==> src/common/dcache_pkg.sv <==
package dcache_pkg;

	// request and bus data widths
	localparam int ADDR_W = 32;
	localparam int DATA_W = 64;
	// one sram word holds two bus beats
	localparam int LINE_W = 2 * DATA_W;
	localparam int STRB_W = DATA_W / 8;

	// address split: tag | index | word | half | byte
	localparam int TAG_W = 22;
	localparam int INDEX_W = 4;
	localparam int WORD_SEL_W = 2;
	localparam int TAG_LSB = 10;
	localparam int INDEX_LSB = 6;
	localparam int WORD_LSB = 4;
	// picks the 64-bit half inside a 128-bit word
	localparam int HALF_BIT = 3;

	// 16 sets, each line is four sram words
	localparam int SETS = 1 << INDEX_W;
	localparam int SRAM_AW = INDEX_W + WORD_SEL_W;
	localparam int SRAM_DEPTH = 1 << SRAM_AW;

	// associativity, hit and victim vectors are one-hot over this
	localparam int WAYS = 4;

	// axi4 field widths
	localparam int AXI_LEN_W = 8;
	localparam int AXI_SIZE_W = 3;
	localparam int AXI_BURST_W = 2;
	localparam int AXI_RESP_W = 2;

	// refill is eight beats, len code is beats minus one
	localparam logic [AXI_LEN_W-1:0] BURST_LEN = 8'd7;
	// eight bytes per beat
	localparam logic [AXI_SIZE_W-1:0] AXI_SIZE_8B = 3'd3;
	localparam logic [AXI_BURST_W-1:0] AXI_BURST_INCR = 2'd1;
	localparam logic [AXI_RESP_W-1:0] AXI_RESP_OKAY = 2'd0;

endpackage

==> src/design/dcache_refill.sv <==
`timescale 1ns/1ps

module dcache_refill (
	input  logic                           clk,
	input  logic                           rst,
	input  logic [dcache_pkg::ADDR_W-1:0]  addr,
	input  logic [dcache_pkg::DATA_W-1:0]  din,
	input  logic [dcache_pkg::DATA_W-1:0]  mask,
	input  logic [dcache_pkg::DATA_W-1:0]  rdata,
	input  logic                           lookup,
	input  logic                           beat,
	input  logic                           store,
	input  logic [dcache_pkg::WAYS-1:0]    way_sel,
	output logic [dcache_pkg::WAYS-1:0]    cen,
	output logic                           wen,
	output logic [dcache_pkg::LINE_W-1:0]  bwen,
	output logic [dcache_pkg::SRAM_AW-1:0] sram_addr,
	output logic [dcache_pkg::LINE_W-1:0]  sram_din,
	output logic [dcache_pkg::DATA_W-1:0]  rdata_hold
);

	// low bit is the half, upper bits the word within the line
	logic [dcache_pkg::WORD_SEL_W:0]  cnt;
	logic                             half;
	logic [dcache_pkg::DATA_W-1:0]    half_bwen;
	logic [dcache_pkg::DATA_W-1:0]    wr_data;
	logic [dcache_pkg::INDEX_W-1:0]   index;

	assign index = addr[dcache_pkg::INDEX_LSB +: dcache_pkg::INDEX_W];

	always_ff @(posedge clk) begin
		if (rst) begin
			cnt <= '0;
		end else if (lookup) begin
			// every request starts with a lookup, so a burst starts at zero
			cnt <= '0;
		end else if (beat) begin
			cnt <= cnt + 1'b1;
		end
	end

	// device read data must outlive the rvalid cycle
	always_ff @(posedge clk) begin
		rdata_hold <= rdata;
	end

	assign wr_data = beat ? rdata : din;
	assign half    = beat ? cnt[0] : addr[dcache_pkg::HALF_BIT];
	// active low, a refill beat writes the whole half
	assign half_bwen = beat ? '0 : ~mask;
	assign bwen = half
		? {half_bwen, {dcache_pkg::DATA_W{1'b1}}}
		: {{dcache_pkg::DATA_W{1'b1}}, half_bwen};
	// both halves carry the data, bwen picks the one written
	assign sram_din = {wr_data, wr_data};

	assign sram_addr = beat
		? {index, cnt[dcache_pkg::WORD_SEL_W:1]}
		: {index, addr[dcache_pkg::WORD_LSB +: dcache_pkg::WORD_SEL_W]};

	// store only ever comes with a lookup
	assign wen = beat || store;
	assign cen = way_sel & {dcache_pkg::WAYS{beat || lookup}};

endmodule

==> config.mk <==
export PLATFORM = sky130hd
export DESIGN_NAME = dcache_refill
export DESIGN_NICKNAME = d
export VERILOG_FILES = /design/src/common/dcache_pkg.sv /design/src/design/dcache_refill.sv
export SDC_FILE = /design/constraint.sdc
export NUM_CORES = 1
export LEC_CHECK = 0
export BUFFER_PORTS_ARGS = -buffer_cell sky130_fd_sc_hd__buf_2
export CORE_AREA = 10 10 211 213
export DETAILED_ROUTE_END_ITERATION = 6
export DIE_AREA = 0 0 221 223
export PLACE_DENSITY = 0.37
export SYNTH_ARGS = -nofsm -noshare
export SYNTH_HDL_FRONTEND = slang
export SYNTH_SLANG_ARGS = --single-unit
==> constraint.sdc <==
create_clock -name clk -period 1.11 [get_ports clk]
set_clock_uncertainty 0.1 [all_clocks]
set_input_delay 0.111 -clock clk [delete_from_list [all_inputs] [get_ports clk]]
set_output_delay 0.111 -clock clk [all_outputs]
set_load 0.005 [all_outputs]
==> metrics.txt <==
outcome finished with violations; failing checks setup timing; initial antenna violation count 2; via density per instance 3.570; dpl hpwl 22850 µm; Worst EP required 0.90 ns; pre-CTS setup slack -0.2768 ns; PortBufs 530; combinational share of power 38.1%; Final Hold Vio Count 0; FF+latch count, synth 67; Leakage 0.004518 µW; slowest CP cell dfxtp_2; period utilization 148.8%; # rows 74; multi-input logic area 2117 µm²; Synth area leaders dfxtp_1 (38%), mux2_2 (21%), a21oi_1 (18%); Syn Area/Cell 9.332 µm²; grt total ovfl 0; post-synth top area share 37.63%; DR WL met2 15680 µm; post-synthesis cell count 382; vias in the first global route 6098; CP peak stage delay 0.32 ns; total CTS buffers 9; worst-margin pin slew 0.3040 ns; Pint 6686 µW; largest net degree at the start of global routing 48; setup ws final -0.5419 ns; max frequency 605.4 MHz; routability cong. 0.8726; minimum clock period 1.652 ns; DRT iter0 DRCs 77; setup repair after global routing missed its margin yes; Final Util 23.63%; DR WL/cell 20.38 µm; sequential share of power 27.0%; H-tree levels 3; Hold WC Path Type in2out; nets@finish 1187; commonest non-fill, non-tap cell in the layout buf_2; Metal-1 WL 10140 µm; Die W 221 µm; Area growth, synth to finish 167.6%; relative slew slack 79.73%; met3 WL 3285 µm; Initial Util 8.830%; Synth cell types 19; final WL 30360 µm; Core Box Area 40370 µm²; Post-route DRC 0; first-pass GRT wire length 41590 µm; Worst-path clk slew 0.06 ns; CTS sink cnt 67; worst path cell trace buf_6 -> nor2b_4 -> buf_12 -> clkbuf_16 -> a21oi_1 -> buf_2; sequential area share after synthesis 37.63%; Seq. cell area 1345 µm²; max-cap violations 0; Top Metal Used met4; Pins Over Slew Limit 0; switching share of power 29.48%; GRT Util Overall 11.30%; number of fill cells 4369; clock power share 34.9%; Root Buffer clkbuf_16; PwrDens 994.1 nW/µm²; maximum vdd ir drop 0.7851 mV; CTS max path bufs 2; DRT Pass-1 Iters 4; routed vias 5319; die span in y 223 µm; post-synthesis net count 616; yosys warns 0; n_diodes 0; Arrival @ worst endpoint 1.44 ns; die area 49280 µm²; Syn Std Cell Area 3565 µm²; Crit. End Element primary output; # setup viols final 263; CP startpoint kind flop; switching power total 2796 µW; crit-path max FO 8; critical setup path kind reg2out; num ports 564; CTS tree done; clock latency on the worst-skew pair 0.35 ns; dominant cell type by area after synthesis dfxtp_1; fraction of layout cells with a size suffix above 1 81.73%; commonest non-fill, non-tap cells in the layout buf_2 (433), buf_6 (111), a21oi_2 (85), dlygate4sd3_1 (66), dfxtp_1 (64); post-route ant nets 0
[power by group through the flow]
stage,Sequential [µW],Clock [µW],Combinational (µW)
global route,2570,3510,3880
CTS,2560,3460,3480
global placement,2610,0,2460
finish,2560,3310,3610
floorplan,2640,0,1020
detailed placement,2610,0,2420
[synth_stat cells, drive strengths merged]
cell      n
a21oi   128
buf     103
dfxtp    67
mux2     66
nor2b     6
nor2      2
nor3      2
a211oi    1
a21bo     1
and2      1
ha        1
mux2i     1
nand3b    1
or2       1
xnor2     1
[layout make-up]
class | instances | share of cell area, %
Tap cell | 532 | 6.979
Clock inverter | 5 | 0.8789
Multi-Input combinational cell | 212 | 22.20
Clock buffer | 11 | 2.650
Sequential cell | 67 | 14.10
Timing Repair Buffer | 663 | 53.19
[critical path: cells and delay by family, from the launching register on]
| kind | cells | cell delay (ns) |
|---|---|---|
| buffers and inverters | 4 | 0.59 |
| and+or+nand+nor | 1 | 0.12 |
| DFF | 1 | 0.32 |
| AOI/OAI and AO/OA | 1 | 0.04 |
[sequential cells by signal, indices dropped and copies added, names as in the netlist]
name and cells:
cnt 3, rdata_hold 64
[kinds of logic (layout without fill, tap and decap cells)]
kind of cell / Yosys count / in the layout / synth area share [%]
muxes: 67 / 67 / 21.13
xor gates and xnor gates: 1 / 1 / 0.2457
buffers and inverters: 103 / 679 / 19.87
DFF: 67 / 67 / 37.63
AOI/OAI and AO/OA: 130 / 130 / 18.46
adders and majority gates: 1 / 1 / 0.3509
and+or+nand+nor: 13 / 13 / 2.317
[what timing repair did]
| action | in CTS | in global routing |
|---|---|---|
| endpoints found under the setup margin | 264 | 266 |
| hold endpoints to repair | 67 | 0 |
| hold buffers | 66 | 0 |
| gates cloned | 15 | 4 |
| resized for setup | 229 | 109 |
| buffers inserted | 24 | 16 |
| pin swaps | 6 | 4 |
[metal layers]
metal | global-route usage [%] | vias up
met5 | 0 | -
met4 | 5.038 | 0
met3 | 5.387 | 53
met2 | 20.61 | 380
met1 | 10.53 | 2464
li1 | - | 2422
[metrics by stage]
step	std cells	hold slack (ns)	total power (µW)	cell area, µm²	setup TNS, ns
finish	1490	0.1220	9482	9538	-92.19
global route	1490	0.1220	9962	9538	-105.57
CTS	1484	0.1220	9502	9085	-95.30
detailed placement	1363	0.1220	5035	6456	-44.42
global placement	1363	0.1220	5071	6456	-46.37
floorplan	382	0.03872	3657	3588	-2.451
[worst paths after layout]
kind	from	end	slack, ns	cells after the start
max reg2reg	cnt[0]	cnt[2]	-0.19	5
max	cnt[0]	bwen[19]	-0.54	6
min	addr[6]	sram_addr[2]	0.12	0
min reg2reg	cnt[2]	cnt[2]	0.49	2
Power figures use the tool's default switching activity.
