**config.mk**
```make
export PLATFORM = sky130hd
export DESIGN_NAME = dcache_tag_array
export DESIGN_NICKNAME = d
export VERILOG_FILES = /design/src/common/dcache_pkg.sv /design/src/design/dcache_tag_array.sv
export SDC_FILE = /design/constraint.sdc
export NUM_CORES = 2
export LEC_CHECK = 0
export BUFFER_PORTS_ARGS = -buffer_cell sky130_fd_sc_hd__buf_2
export CAP_MARGIN = 20
export CORE_AREA = 2 2 433 435
export CTS_CLUSTER_SIZE = 8
export DETAILED_ROUTE_END_ITERATION = 10
export DIE_AREA = 0 0 435 437
export PLACE_DENSITY = 0.56
export SYNTH_ARGS = -nofsm -noshare
export SYNTH_HDL_FRONTEND = slang
export SYNTH_SLANG_ARGS = --single-unit
```
**constraint.sdc**
```tcl
create_clock -name clk -period 6.1 [get_ports clk]
set_clock_uncertainty 0.05 [all_clocks]
set_input_delay 1.22 -clock clk [delete_from_list [all_inputs] [get_ports clk]]
set_output_delay 1.22 -clock clk [all_outputs]
set_load 0.02 [all_outputs]
```
**src/common/dcache_pkg.sv**
```systemverilog
package dcache_pkg;

	// request and bus data widths
	localparam int ADDR_W = 32;
	localparam int DATA_W = 64;
	// one sram word holds two bus beats
	localparam int LINE_W = 2 * DATA_W;
	localparam int STRB_W = DATA_W / 8;

	// address split: tag | index | word | half | byte
	localparam int TAG_W = 22;
	localparam int INDEX_W = 4;
	localparam int WORD_SEL_W = 2;
	localparam int TAG_LSB = 10;
	localparam int INDEX_LSB = 6;
	localparam int WORD_LSB = 4;
	// picks the 64-bit half inside a 128-bit word
	localparam int HALF_BIT = 3;

	// 16 sets, each line is four sram words
	localparam int SETS = 1 << INDEX_W;
	localparam int SRAM_AW = INDEX_W + WORD_SEL_W;
	localparam int SRAM_DEPTH = 1 << SRAM_AW;

	// associativity, hit and victim vectors are one-hot over this
	localparam int WAYS = 4;

	// axi4 field widths
	localparam int AXI_LEN_W = 8;
	localparam int AXI_SIZE_W = 3;
	localparam int AXI_BURST_W = 2;
	localparam int AXI_RESP_W = 2;

	// refill is eight beats, len code is beats minus one
	localparam logic [AXI_LEN_W-1:0] BURST_LEN = 8'd7;
	// eight bytes per beat
	localparam logic [AXI_SIZE_W-1:0] AXI_SIZE_8B = 3'd3;
	localparam logic [AXI_BURST_W-1:0] AXI_BURST_INCR = 2'd1;
	localparam logic [AXI_RESP_W-1:0] AXI_RESP_OKAY = 2'd0;

endpackage

```
**src/design/dcache_tag_array.sv**
```systemverilog
`timescale 1ns/1ps

module dcache_tag_array (
	input  logic                          clk,
	input  logic                          rst,
	input  logic [dcache_pkg::ADDR_W-1:0] addr,
	input  logic                          lookup,
	input  logic                          install,
	output logic [dcache_pkg::WAYS-1:0]   way_hit,
	output logic [dcache_pkg::WAYS-1:0]   way_sel
);

	logic [dcache_pkg::TAG_W-1:0]   tags [dcache_pkg::WAYS][dcache_pkg::SETS];
	logic [dcache_pkg::SETS-1:0]    vld [dcache_pkg::WAYS];
	// one-hot replacement pointer
	logic [dcache_pkg::WAYS-1:0]    victim;
	logic [dcache_pkg::INDEX_W-1:0] index;
	logic [dcache_pkg::TAG_W-1:0]   tag;

	assign index = addr[dcache_pkg::INDEX_LSB +: dcache_pkg::INDEX_W];
	assign tag   = addr[dcache_pkg::TAG_LSB +: dcache_pkg::TAG_W];

	always_comb begin
		for (int w = 0; w < dcache_pkg::WAYS; w++) begin
			way_hit[w] = vld[w][index] && (tags[w][index] == tag);
		end
	end

	// on a miss the refill path writes into the victim
	assign way_sel = (|way_hit) ? way_hit : victim;

	always_ff @(posedge clk) begin
		if (rst) begin
			victim <= dcache_pkg::WAYS'(1);
			for (int w = 0; w < dcache_pkg::WAYS; w++) begin
				vld[w] <= '0;
				for (int s = 0; s < dcache_pkg::SETS; s++) begin
					tags[w][s] <= '0;
				end
			end
		end else begin
			// pointer only moves in idle, so it is frozen across a refill
			if (lookup) begin
				victim <= {victim[dcache_pkg::WAYS-2:0], victim[dcache_pkg::WAYS-1]};
			end
			// tag goes in with the last beat
			if (install) begin
				for (int w = 0; w < dcache_pkg::WAYS; w++) begin
					if (victim[w]) begin
						vld[w][index]  <= 1'b1;
						tags[w][index] <= tag;
					end
				end
			end
		end
	end

	a_hit_onehot: assert property (@(posedge clk) disable iff (rst)
		$onehot0(way_hit));
	// the refilled line hits in the way the data went to
	a_install_hits: assert property (@(posedge clk) disable iff (rst)
		install |=> way_hit == $past(victim));

endmodule

```
==> metrics <==
Crit Path Max Fanout 20; GPL Wtd Cong 0.866; number of flops mapped to enable cells by yosys 742; Final ANT Viol Nets 0; fin area ~73000 sq um; synthesized area per cell around 12 sq um; Fmax achieved 167 MHz; Setup crit end kind output port; Slew Limit Fails 0; htree depth 4; Worst R2R Setup Slack approximately 2.7 ns; CTS Buf Count 203; reg2reg path depth 5; post-synthesis sequential area ratio 58.9%; WHS Endpoint vld[0][10]; Yosys reg bits 1476; Worst R2R End tags[2][349]; Worst path depth 13; Initial Util 34.0%; Hold Path Cell Cnt 1; Reg area ~37000 sq um; Lkg Pwr about 25 nW; post-place instance area 67100 sq um; DR WL/cell 26.1 um; maximum clock path buffer count 3; Bufs and invs on worst path 4; HPWL Detailed 132000 um; WP data arrival 4.73 ns; Hold Slack 0.394 ns; row cnt 158; fill cell count 17700; CTS tree done; min Tclk post-route approximately 6.0 ns; all-layer global routing usage 21.6%; setup bufs post-CTS 0; layout cell share with drive strength beyond 1 17.8%; setup_tns 0 ns; DRC 0; Antenna Cells 0; final instance count without filler cells 8053; grt ovf 0; R2R Path Start victim[2]; Req. time, crit path ~4.8 ns; Core ar. approximately 190000 sq um; Placed Cells a little under 8000; Post-Synthesis Cells ~5400; count of final hold-check violations 0; Layout Nets 5509; CP Launch Type primary input; max-cap viol count 0; GR Util met3 3.59%; met2 usage 34.9%; DRT iter0 DRCs 4676; DIE HEIGHT roughly 440 um; Vias/cell about 5.6; worst path cell trace buf_12 -> buf_12 -> mux4_2 -> a22o_1 -> a211oi_1 -> a31oi_1 -> o41ai_1 -> buf_4 -> nand3_1 -> or4_4 -> nand4_1 -> nand2_1 -> buf_2; PD cells 311 nW/um^2; synth warn 0; vias in the first global route 43400; GR Util met1 28.8%; Worst-Skew Late Latency 0.82 ns; total vias in the final route 44800; Multi-input gate area 23400 sq um; Most Frequent Cell on Critical Path buf_12; clock sinks 1476; Tcrit/Tclk final 98.4%; Port-buffer cells 37; Post-Syn Nets 5454; grt peak-use layer met2; worst hold start vld[0][10]; die area 190000 sq um; DRT Pass-1 Iters 6; Post-Route WL 210000 um; critical path's slowest cell or4_4; Setup CP Type primary input to output port; io pins 44; Slew HR between 20% and 30%; initial antenna violation count 8; clk root buf clkbuf_16; top cell family by delay on the critical path compound AO/OA/AOI/OAI gates; P&R area growth vs syn 15.8%; ys flop type edfxtp_1; status complete, no violations; Critical Path Max Stage Delay between 0.6 and 0.7 ns; async set-reset flop share out of synthesis 0%; maximum vdd ir drop around 0.23 mV; RSZ-0062 raised after global routing no; pin count of the biggest net entering global routing 180; final setup fails 0; Netlist Area Pre-Place 62800 sq um; Reg clk slew, reported paths 0.05 ns; Slew @ Worst Pin 1.18 ns; worst hold path class flop to flop; Yosys cell types 71; first-pass GRT wire length 304000 um; die width 435 um
## cells in the final DEF (no fill, tap or decap), types with 7 or more instances in the layout
master / count
o21ai_2: 16
nand3_1: 254
clkbuf_16: 206
nor4_1: 7
a31oi_1: 10
nand2_1: 1005
buf_12: 37
inv_6: 7
xnor2_1: 79
a21o_1: 34
o22ai_1: 26
edfxtp_1: 742
buf_2: 33
o21ai_1: 14
nor2_1: 63
nor3_1: 292
mux4_2: 321
a21oi_1: 354
xor2_1: 10
and2_1: 85
mux2_2: 21
mux2i_1: 190
a22o_1: 12
a22oi_1: 50
o21ai_0: 350
clkbuf_1: 86
inv_1: 73
buf_4: 284
a211oi_1: 8
a221oi_1: 16
nand4_1: 13
dfxtp_1: 734
nor2_2: 15
## state kept, by name (all words and copies together) (netlist names)
signal  flops
tags     1408
victim      4
vld        64
## cell usage after synthesis (all sizes together), types with 3 or more instances
master | count | area, sq um
nand2 | 1006 | 3780
edfxtp | 742 | 22300
dfxtp | 734 | 14700
o21ai | 386 | 1930
clkbuf | 373 | 1400
a21oi | 354 | 1770
mux4 | 321 | 7230
nor3 | 292 | 1460
nand3 | 255 | 1280
mux2i | 191 | 1910
buf | 142 | 907
and2 | 85 | 532
nor2 | 80 | 308
inv | 79 | 297
xnor2 | 79 | 692
a22oi | 50 | 375
a21o | 34 | 255
o22ai | 26 | 163
mux2 | 21 | 236
a221oi | 18 | 164
nand4 | 13 | 81.3
a22o | 12 | 105
a31oi | 10 | 62.6
xor2 | 10 | 87.6
a211oi | 8 | 60.1
nor2b | 8 | 50.1
nor4 | 7 | 43.8
clkinv | 6 | 22.5
o211ai | 6 | 45.0
o2bb2ai | 6 | 52.6
or2 | 5 | 31.3
a211o | 4 | 35.0
a2bb2oi | 4 | 35.0
o221ai | 4 | 35.0
o32ai | 4 | 35.0
o41ai | 4 | 35.0
or4 | 4 | 41.3
nand2b | 3 | 21.3
o2111ai | 3 | 26.3
o31ai | 3 | 22.5
or3 | 3 | 18.8
## stage by stage
| step | setup slack [ns] | utilization (%) | total power [W] |
|---|---|---|---|
| 2_1_floorplan | 0.765 | - | 0.0118 |
| 6_report | 0.0959 | 39.3 | 0.0227 |
| 3_3_place_gp | -0.134 | 36.2 | 0.0125 |
| 4_1_cts | 0.00727 | 39.3 | 0.0228 |
| 3_5_place_dp | -0.122 | 36.2 | 0.0125 |
| 5_1_grt | 0.00713 | 39.3 | 0.0233 |
## worst reg2reg max path: stages (launching register included)
cell,delay (ns)
dfxtp_1,0.43
nand2_1,0.11
buf_4,0.30
nand3_1,0.58
nand2_1,0.92
inv_1,0.57
## metal layers
layer / vias up / share of wire, %
met1: 22800 / 42
met5: - / 0.0057
met2: 1896 / 47
li1: 19700 / -
met3: 409 / 7.3
met4: 2 / 4.0
## timing repair
action | 4_1_cts | 5_1_grt
cloned | 0 | 1
endpoints found under the setup margin | 5 | 6
hold buffers | 0 | 0
pin swaps | 0 | 2
resized for setup | 1 | 4
## worst max-delay path by stage
stage                        from    endpoint  slack, ns
final                     addr[6]  way_sel[0]        0.1
after global routing      addr[6]  way_sel[3]      0.007
after CTS                 addr[6]  way_sel[3]      0.007
after detailed placement  addr[6]  way_sel[0]      -0.12
after global placement    addr[6]  way_sel[1]      -0.13
after floorplan           addr[6]  way_sel[3]       0.77
## kinds of logic after synthesis
kind of cell              Yosys count  synth area share [%]
buffers and inverters             600                  4.18
xor gates and xnor gates           89                  1.24
muxes                             533                  14.9
and+or+nand+nor                  1764                  12.2
DFF                              1476                  58.9
AOI/OAI and AO/OA                 956                  8.60
## power breakdown
| group | internal [W] | switching [W] | total [W] |
|---|---|---|---|
| Sequential | 0.0107 | 0.0000658 | 0.0107 |
| Combinational | 0.000534 | 0.00110 | 0.00164 |
| Clock | 0.00609 | 0.00421 | 0.0103 |
## area by class of cell
| type | instances | area share [%] |
|---|---|---|
| Sequential cell | 1476 | 50.8 |
| Multi-Input combinational cell | 3342 | 32.2 |
| Clock buffer | 291 | 7.49 |
| Timing Repair Buffer | 365 | 4.52 |
| Tap cell | 2480 | 4.26 |
| Inverter | 85 | 0.456 |
| Clock inverter | 14 | 0.265 |
No activity file was read; power rests on OpenSTA's default activity.
