==> src/common/dcache_pkg.sv <==
package dcache_pkg;

	// request and bus data widths
	localparam int ADDR_W = 32;
	localparam int DATA_W = 64;
	// one sram word holds two bus beats
	localparam int LINE_W = 2 * DATA_W;
	localparam int STRB_W = DATA_W / 8;

	// address split: tag | index | word | half | byte
	localparam int TAG_W = 22;
	localparam int INDEX_W = 4;
	localparam int WORD_SEL_W = 2;
	localparam int TAG_LSB = 10;
	localparam int INDEX_LSB = 6;
	localparam int WORD_LSB = 4;
	// picks the 64-bit half inside a 128-bit word
	localparam int HALF_BIT = 3;

	// 16 sets, each line is four sram words
	localparam int SETS = 1 << INDEX_W;
	localparam int SRAM_AW = INDEX_W + WORD_SEL_W;
	localparam int SRAM_DEPTH = 1 << SRAM_AW;

	// associativity, hit and victim vectors are one-hot over this
	localparam int WAYS = 4;

	// axi4 field widths
	localparam int AXI_LEN_W = 8;
	localparam int AXI_SIZE_W = 3;
	localparam int AXI_BURST_W = 2;
	localparam int AXI_RESP_W = 2;

	// refill is eight beats, len code is beats minus one
	localparam logic [AXI_LEN_W-1:0] BURST_LEN = 8'd7;
	// eight bytes per beat
	localparam logic [AXI_SIZE_W-1:0] AXI_SIZE_8B = 3'd3;
	localparam logic [AXI_BURST_W-1:0] AXI_BURST_INCR = 2'd1;
	localparam logic [AXI_RESP_W-1:0] AXI_RESP_OKAY = 2'd0;

endpackage

==> src/design/dcache_ctrl.sv <==
`timescale 1ns/1ps

module dcache_ctrl #(
	parameter logic [dcache_pkg::ADDR_W-1:0] CACHED_LIMIT = 32'h8fff_ffff
) (
	input  logic                              clk,
	input  logic                              rst,
	input  logic                              valid,
	output logic                              ready,
	input  logic [dcache_pkg::ADDR_W-1:0]     addr,
	input  logic                              wren,
	input  logic [dcache_pkg::DATA_W-1:0]     mask,
	input  logic [dcache_pkg::WAYS-1:0]       way_hit,
	output logic [dcache_pkg::ADDR_W-1:0]     araddr,
	output logic [dcache_pkg::AXI_LEN_W-1:0]  arlen,
	output logic                              arvalid,
	input  logic                              arready,
	input  logic [dcache_pkg::AXI_RESP_W-1:0] rresp,
	input  logic                              rlast,
	input  logic                              rvalid,
	output logic [dcache_pkg::ADDR_W-1:0]     awaddr,
	output logic                              awvalid,
	input  logic                              awready,
	output logic [dcache_pkg::STRB_W-1:0]     wstrb,
	output logic                              wlast,
	output logic                              wvalid,
	input  logic                              wready,
	input  logic [dcache_pkg::AXI_RESP_W-1:0] bresp,
	input  logic                              bvalid,
	output logic                              lookup,
	output logic                              beat,
	output logic                              store,
	output logic                              install,
	output logic                              uncached_hit_data_sel
);

	localparam logic [2:0] S_IDLE     = 3'd0;
	localparam logic [2:0] S_RD_BURST = 3'd1;
	localparam logic [2:0] S_SETTLE   = 3'd2;
	localparam logic [2:0] S_WR_ADDR  = 3'd3;
	localparam logic [2:0] S_WR_DATA  = 3'd4;
	localparam logic [2:0] S_WR_RESP  = 3'd5;
	localparam logic [2:0] S_UC_READ  = 3'd6;

	logic [2:0] state;
	logic [2:0] state_nxt;
	logic       ready_nxt;
	logic       cached;
	logic       accept;
	logic       hit;

	// everything above the limit is device space
	assign cached = addr <= CACHED_LIMIT;
	assign hit    = |way_hit;
	// ready blocks the held request from starting twice
	assign accept = (state == S_IDLE) && valid && !ready;

	assign lookup  = accept && cached;
	// write-through, sram only updated on a hit
	assign store   = lookup && wren && hit;
	assign beat    = (state == S_RD_BURST) && rvalid;
	assign install = beat && rlast;

	// refill asks for the whole line, device reads one beat at the exact address
	assign araddr  = cached
		? {addr[dcache_pkg::ADDR_W-1:dcache_pkg::INDEX_LSB], {dcache_pkg::INDEX_LSB{1'b0}}}
		: addr;
	assign arlen   = cached ? dcache_pkg::BURST_LEN : '0;
	// read miss or device read, held in idle until arready
	assign arvalid = accept && !wren && !(cached && hit);

	assign awaddr  = addr;
	assign awvalid = (state == S_WR_ADDR);
	// single-beat write, so every beat is the last
	assign wvalid  = (state == S_WR_DATA);
	assign wlast   = wvalid;

	// one mask bit per byte lane is enough
	always_comb begin
		for (int b = 0; b < dcache_pkg::STRB_W; b++) begin
			wstrb[b] = mask[8*b];
		end
	end

	always_comb begin
		state_nxt = state;
		ready_nxt = 1'b0;
		case (state)
			S_IDLE: begin
				if (accept && wren) begin
					state_nxt = S_WR_ADDR;
				end else if (arvalid && arready) begin
					state_nxt = cached ? S_RD_BURST : S_UC_READ;
				end else if (lookup && hit) begin
					// read hit, data comes out of the sram next cycle
					ready_nxt = 1'b1;
				end
			end
			S_RD_BURST: begin
				if (install) state_nxt = S_SETTLE;
			end
			// one idle cycle before the repeated lookup
			S_SETTLE: state_nxt = S_IDLE;
			S_UC_READ: begin
				if (rvalid) begin
					state_nxt = S_IDLE;
					ready_nxt = 1'b1;
				end
			end
			S_WR_ADDR: begin
				if (awready) state_nxt = S_WR_DATA;
			end
			S_WR_DATA: begin
				if (wready) state_nxt = S_WR_RESP;
			end
			S_WR_RESP: begin
				if (bvalid) begin
					state_nxt = S_IDLE;
					ready_nxt = 1'b1;
				end
			end
			default: state_nxt = S_IDLE;
		endcase
	end

	always_ff @(posedge clk) begin
		if (rst) begin
			state                 <= S_IDLE;
			ready                 <= 1'b0;
			uncached_hit_data_sel <= 1'b0;
		end else begin
			state                 <= state_nxt;
			ready                 <= ready_nxt;
			// steer dout to the held rdata in the ready cycle
			uncached_hit_data_sel <= (state == S_UC_READ) && rvalid;
		end
	end

	// a stalled write keeps its address and strobes
	a_wr_hold: assert property (@(posedge clk) disable iff (rst)
		(awvalid && !awready) || (wvalid && !wready) |=> $stable(awaddr) && $stable(wstrb));
	// requester holds its request, so a stalled AR stays put
	a_ar_hold: assert property (@(posedge clk) disable iff (rst)
		arvalid && !arready |=> arvalid && $stable(araddr) && $stable(arlen));
	// no error recovery
	a_rresp_okay: assert property (@(posedge clk) disable iff (rst)
		rvalid |-> rresp == dcache_pkg::AXI_RESP_OKAY);
	a_bresp_okay: assert property (@(posedge clk) disable iff (rst)
		bvalid |-> bresp == dcache_pkg::AXI_RESP_OKAY);

endmodule

==> config.mk <==
export PLATFORM = sky130hd
export DESIGN_NAME = dcache_ctrl
export DESIGN_NICKNAME = d
export VERILOG_FILES = /design/src/common/dcache_pkg.sv /design/src/design/dcache_ctrl.sv
export SDC_FILE = /design/constraint.sdc
export NUM_CORES = 1
export LEC_CHECK = 0
export BUFFER_PORTS_ARGS = -buffer_cell sky130_fd_sc_hd__buf_2
export CAP_MARGIN = 20
export CORE_AREA = 2 2 79 81
export CTS_CLUSTER_SIZE = 8
export DETAILED_ROUTE_END_ITERATION = 10
export DIE_AREA = 0 0 81 83
export HOLD_SLACK_MARGIN = 0.15
export PLACE_DENSITY = 0.57
export SLEW_MARGIN = 20
export SYNTH_ARGS = -nofsm -noshare
export SYNTH_HDL_FRONTEND = slang
export SYNTH_SLANG_ARGS = --single-unit
==> constraint.sdc <==
create_clock -name clk -period 1.83 [get_ports clk]
set_clock_uncertainty 0.15 [all_clocks]
set_input_delay 0.183 -clock clk [delete_from_list [all_inputs] [get_ports clk]]
set_output_delay 0.183 -clock clk [all_outputs]
set_load 0.03 [all_outputs]
==> results_dict.tcl <==
set metrics [dict create \
    num_vias 764 \
    n_antenna_cell 0 \
    antenna_left 0 \
    power_frac_comb_pct 62.6 \
    area_growth_pct -10.1 \
    crit_arrival_ns 1.68 \
    power.density_nw_per_um2 1150 \
    final_cells 203 \
    power.net_switching_mw 0.544 \
    final_max_slew_viol_count 0 \
    gr-usage-met3_pct 4.02 \
    synth_top_area_share_pct 52.0 \
    fp.dieH_um 83 \
    yosys_warnings 0 \
    fin_tns_setup_ns 0 \
    wl_per_cell_um 10.8 \
    required_ns 1.80 \
    maxCapViolations 0 \
    clockBufferDepth 2 \
    async_flop_share_pct 0 \
    clkPwrFrac_pct 18.5 \
    grt_usage_pct 6.12 \
    viasPerCell 3.76 \
    yosysSeqAreaShare_pct 9.12 \
    drt_iter0_markers 55 \
    swShare_pct 47.9 \
    drive_gt1_share_pct 61.7 \
    numPortBuffers 56 \
    start_util_pct 18.9 \
    synth_area_per_cell_um2 7.95 \
    outcome "finished clean" \
    cts.sinks 5 \
    synth_ff_type "dfxtp_1" \
    place_area_um2 897 \
    chipWidth_um 81 \
    max-vdd-ir-drop_mv 0.339 \
    gp_congestion 0.677 \
    critPathKind "input pin to flop" \
    critPathMaxFanout 6 \
    finalCriticalPeriod_ns 1.72 \
    postCtsSetupRepairBufs 0 \
    rsz0062_at_grt "no" \
    yosysMostFrequentCell "buf_4" \
    cts_made_buffers 3 \
    grt_pass1_vias 697 \
    clk_latency_ns 0.23 \
    path_clk_slew_ns 0.04 \
    io-pin-count 204 \
    dieArea_um2 6720 \
    fin_area_um2 986 \
    fillers 678 \
    hold_violations 0 \
    drc 0 \
    num_rows 28 \
    firstDrtPassIters 4 \
    power_frac_seq_pct 18.9 \
    htreeDepth 1 \
    synth_edf_count 0 \
    critPathLaunchType "input pin" \
    grt_overflow 0 \
    p_leak_nw 0.486 \
    finalNetCount 243 \
    synth_cell_type_count 32 \
    cts_root_buf "clkbuf_8" \
    whs_ns 0.216 \
    setup_violations 0 \
    crit_path_end_kind "flop" \
    finalCritPeriodShare_pct 93.8 \
    synth_common_cells "buf_4, and2_1, nor2_1" \
    synth.area.top_cells "buf_4, dfxtp_1, and2_1, buf_6, nor2_1" \
    grt_max_degree 13 \
    syn_area_um2 1100 \
    antenna_found_initial 0 \
    placed_cells 196 \
    synth_top_cell_by_area "buf_4" \
    core_um2 5820 \
    top_usage_layer "met2" \
    grt_use_met1_pct 6.04 \
    timing.fmax_mhz 583 \
    synth_seq_cells 5 \
    p_int_mw 0.592 \
    postSynthCellCount 138 \
    hp-class "input pin to output pin" \
    grt_pass1_wl_mm 3.19 \
    routed_wl_mm 2.20 \
    post-dp-hpwl_mm 1.77 \
    total_power_mw 1.14 \
    globalRouteMet2Util_pct 8.94 \
    cts_tree "yes" \
]
-- through the flow --
step	utilization, %	setup WS [ns]
finish	17.0	0.114
global route	17.0	0.00300
CTS	16.8	0.0367
detailed placement	15.4	0.147
global placement	15.4	0.166
floorplan	-	0.0822
-- flip-flops by register name, summed over array words and instances, names as in the netlist --
register and count:
ready 1, state 3, uncached_hit_data_sel 1
-- per-layer routing --
layer / routed length, um / share of wire (%) / vias up
met5: 0 / 0 / -
met4: 113 / 5.1 / 0
met3: 410 / 19 / 27
met2: 909 / 41 / 66
met1: 767 / 35 / 321
li1: - / - / 350
-- path summary, 6_finish.rpt --
| kind | start | end | slack, ns | cells past startpoint |
|---|---|---|---|---|
| setup reg to reg | state[1]$_SDFFE_PP0P_ | state[2]$_SDFFE_PP0P_ | 0.15 | 5 |
| setup / recovery | rvalid | state[2]$_SDFFE_PP0P_ | 0.11 | 7 |
| hold reg to reg | state[0]$_SDFFE_PP0P_ | state[0]$_SDFFE_PP0P_ | 0.40 | 2 |
| hold / removal | mask[0] | wstrb[0] | 0.22 | 0 |
-- final cells by class --
type                    count  area, um^2  area share (%)
flip-flops and latches      5         101            10.3
repair buffers             61         328            33.2
well taps                  75        93.8            9.52
clock buffers               3        41.3            4.19
multi-input cells          56         409            41.5
inverters                   2        7.51           0.761
clock inverters             1        5.00           0.508
-- timing repair --
action	CTS	global route
endpoints found under the setup margin	1	3
endpoints found under the hold margin	5	0
hold buffers	3	0
resized for setup	1	3
pin swaps	0	1
-- cells in the final DEF (no fill, tap or decap), types with 2 or more instances in the layout --
cell type | netlist | final
inv_1 | 2 | 2
dlygate4sd3_1 | 0 | 3
nand2_1 | 3 | 3
o31a_1 | 2 | 2
nor2_1 | 8 | 8
nor3b_2 | 1 | 2
buf_4 | 76 | 2
o21ai_0 | 2 | 2
clkbuf_8 | 0 | 3
nor3b_1 | 3 | 2
conb_1 | 1 | 5
and2_1 | 8 | 8
nor3_2 | 2 | 2
nand3b_1 | 2 | 2
buf_2 | 0 | 55
dfxtp_1 | 5 | 4
a21oi_1 | 2 | 2
-- critical path, stage by stage --
cell and delay, ns:
dlygate4sd3_1 0.52, buf_2 0.15, nor3b_1 0.06, o21a_2 0.23, a211oi_4 0.26, nor3b_2 0.23
nor3_2 0.06
-- cell families after synthesis --
group,Yosys count,synth area share [%]
simple gates,37,22.7
flops,5,9.12
other cells,1,0.342
compound gates,14,12.1
buf+inv,81,55.8
-- power by group through the flow --
stage	combinational [mW]	sequential [mW]	clock, mW
finish	0.711	0.215	0.210
global route	0.777	0.221	0.222
detailed placement	0.690	0.209	0
CTS	0.702	0.210	0.216
floorplan	0.870	0.169	0
global placement	0.683	0.208	0
Power figures use the tool's default switching activity.
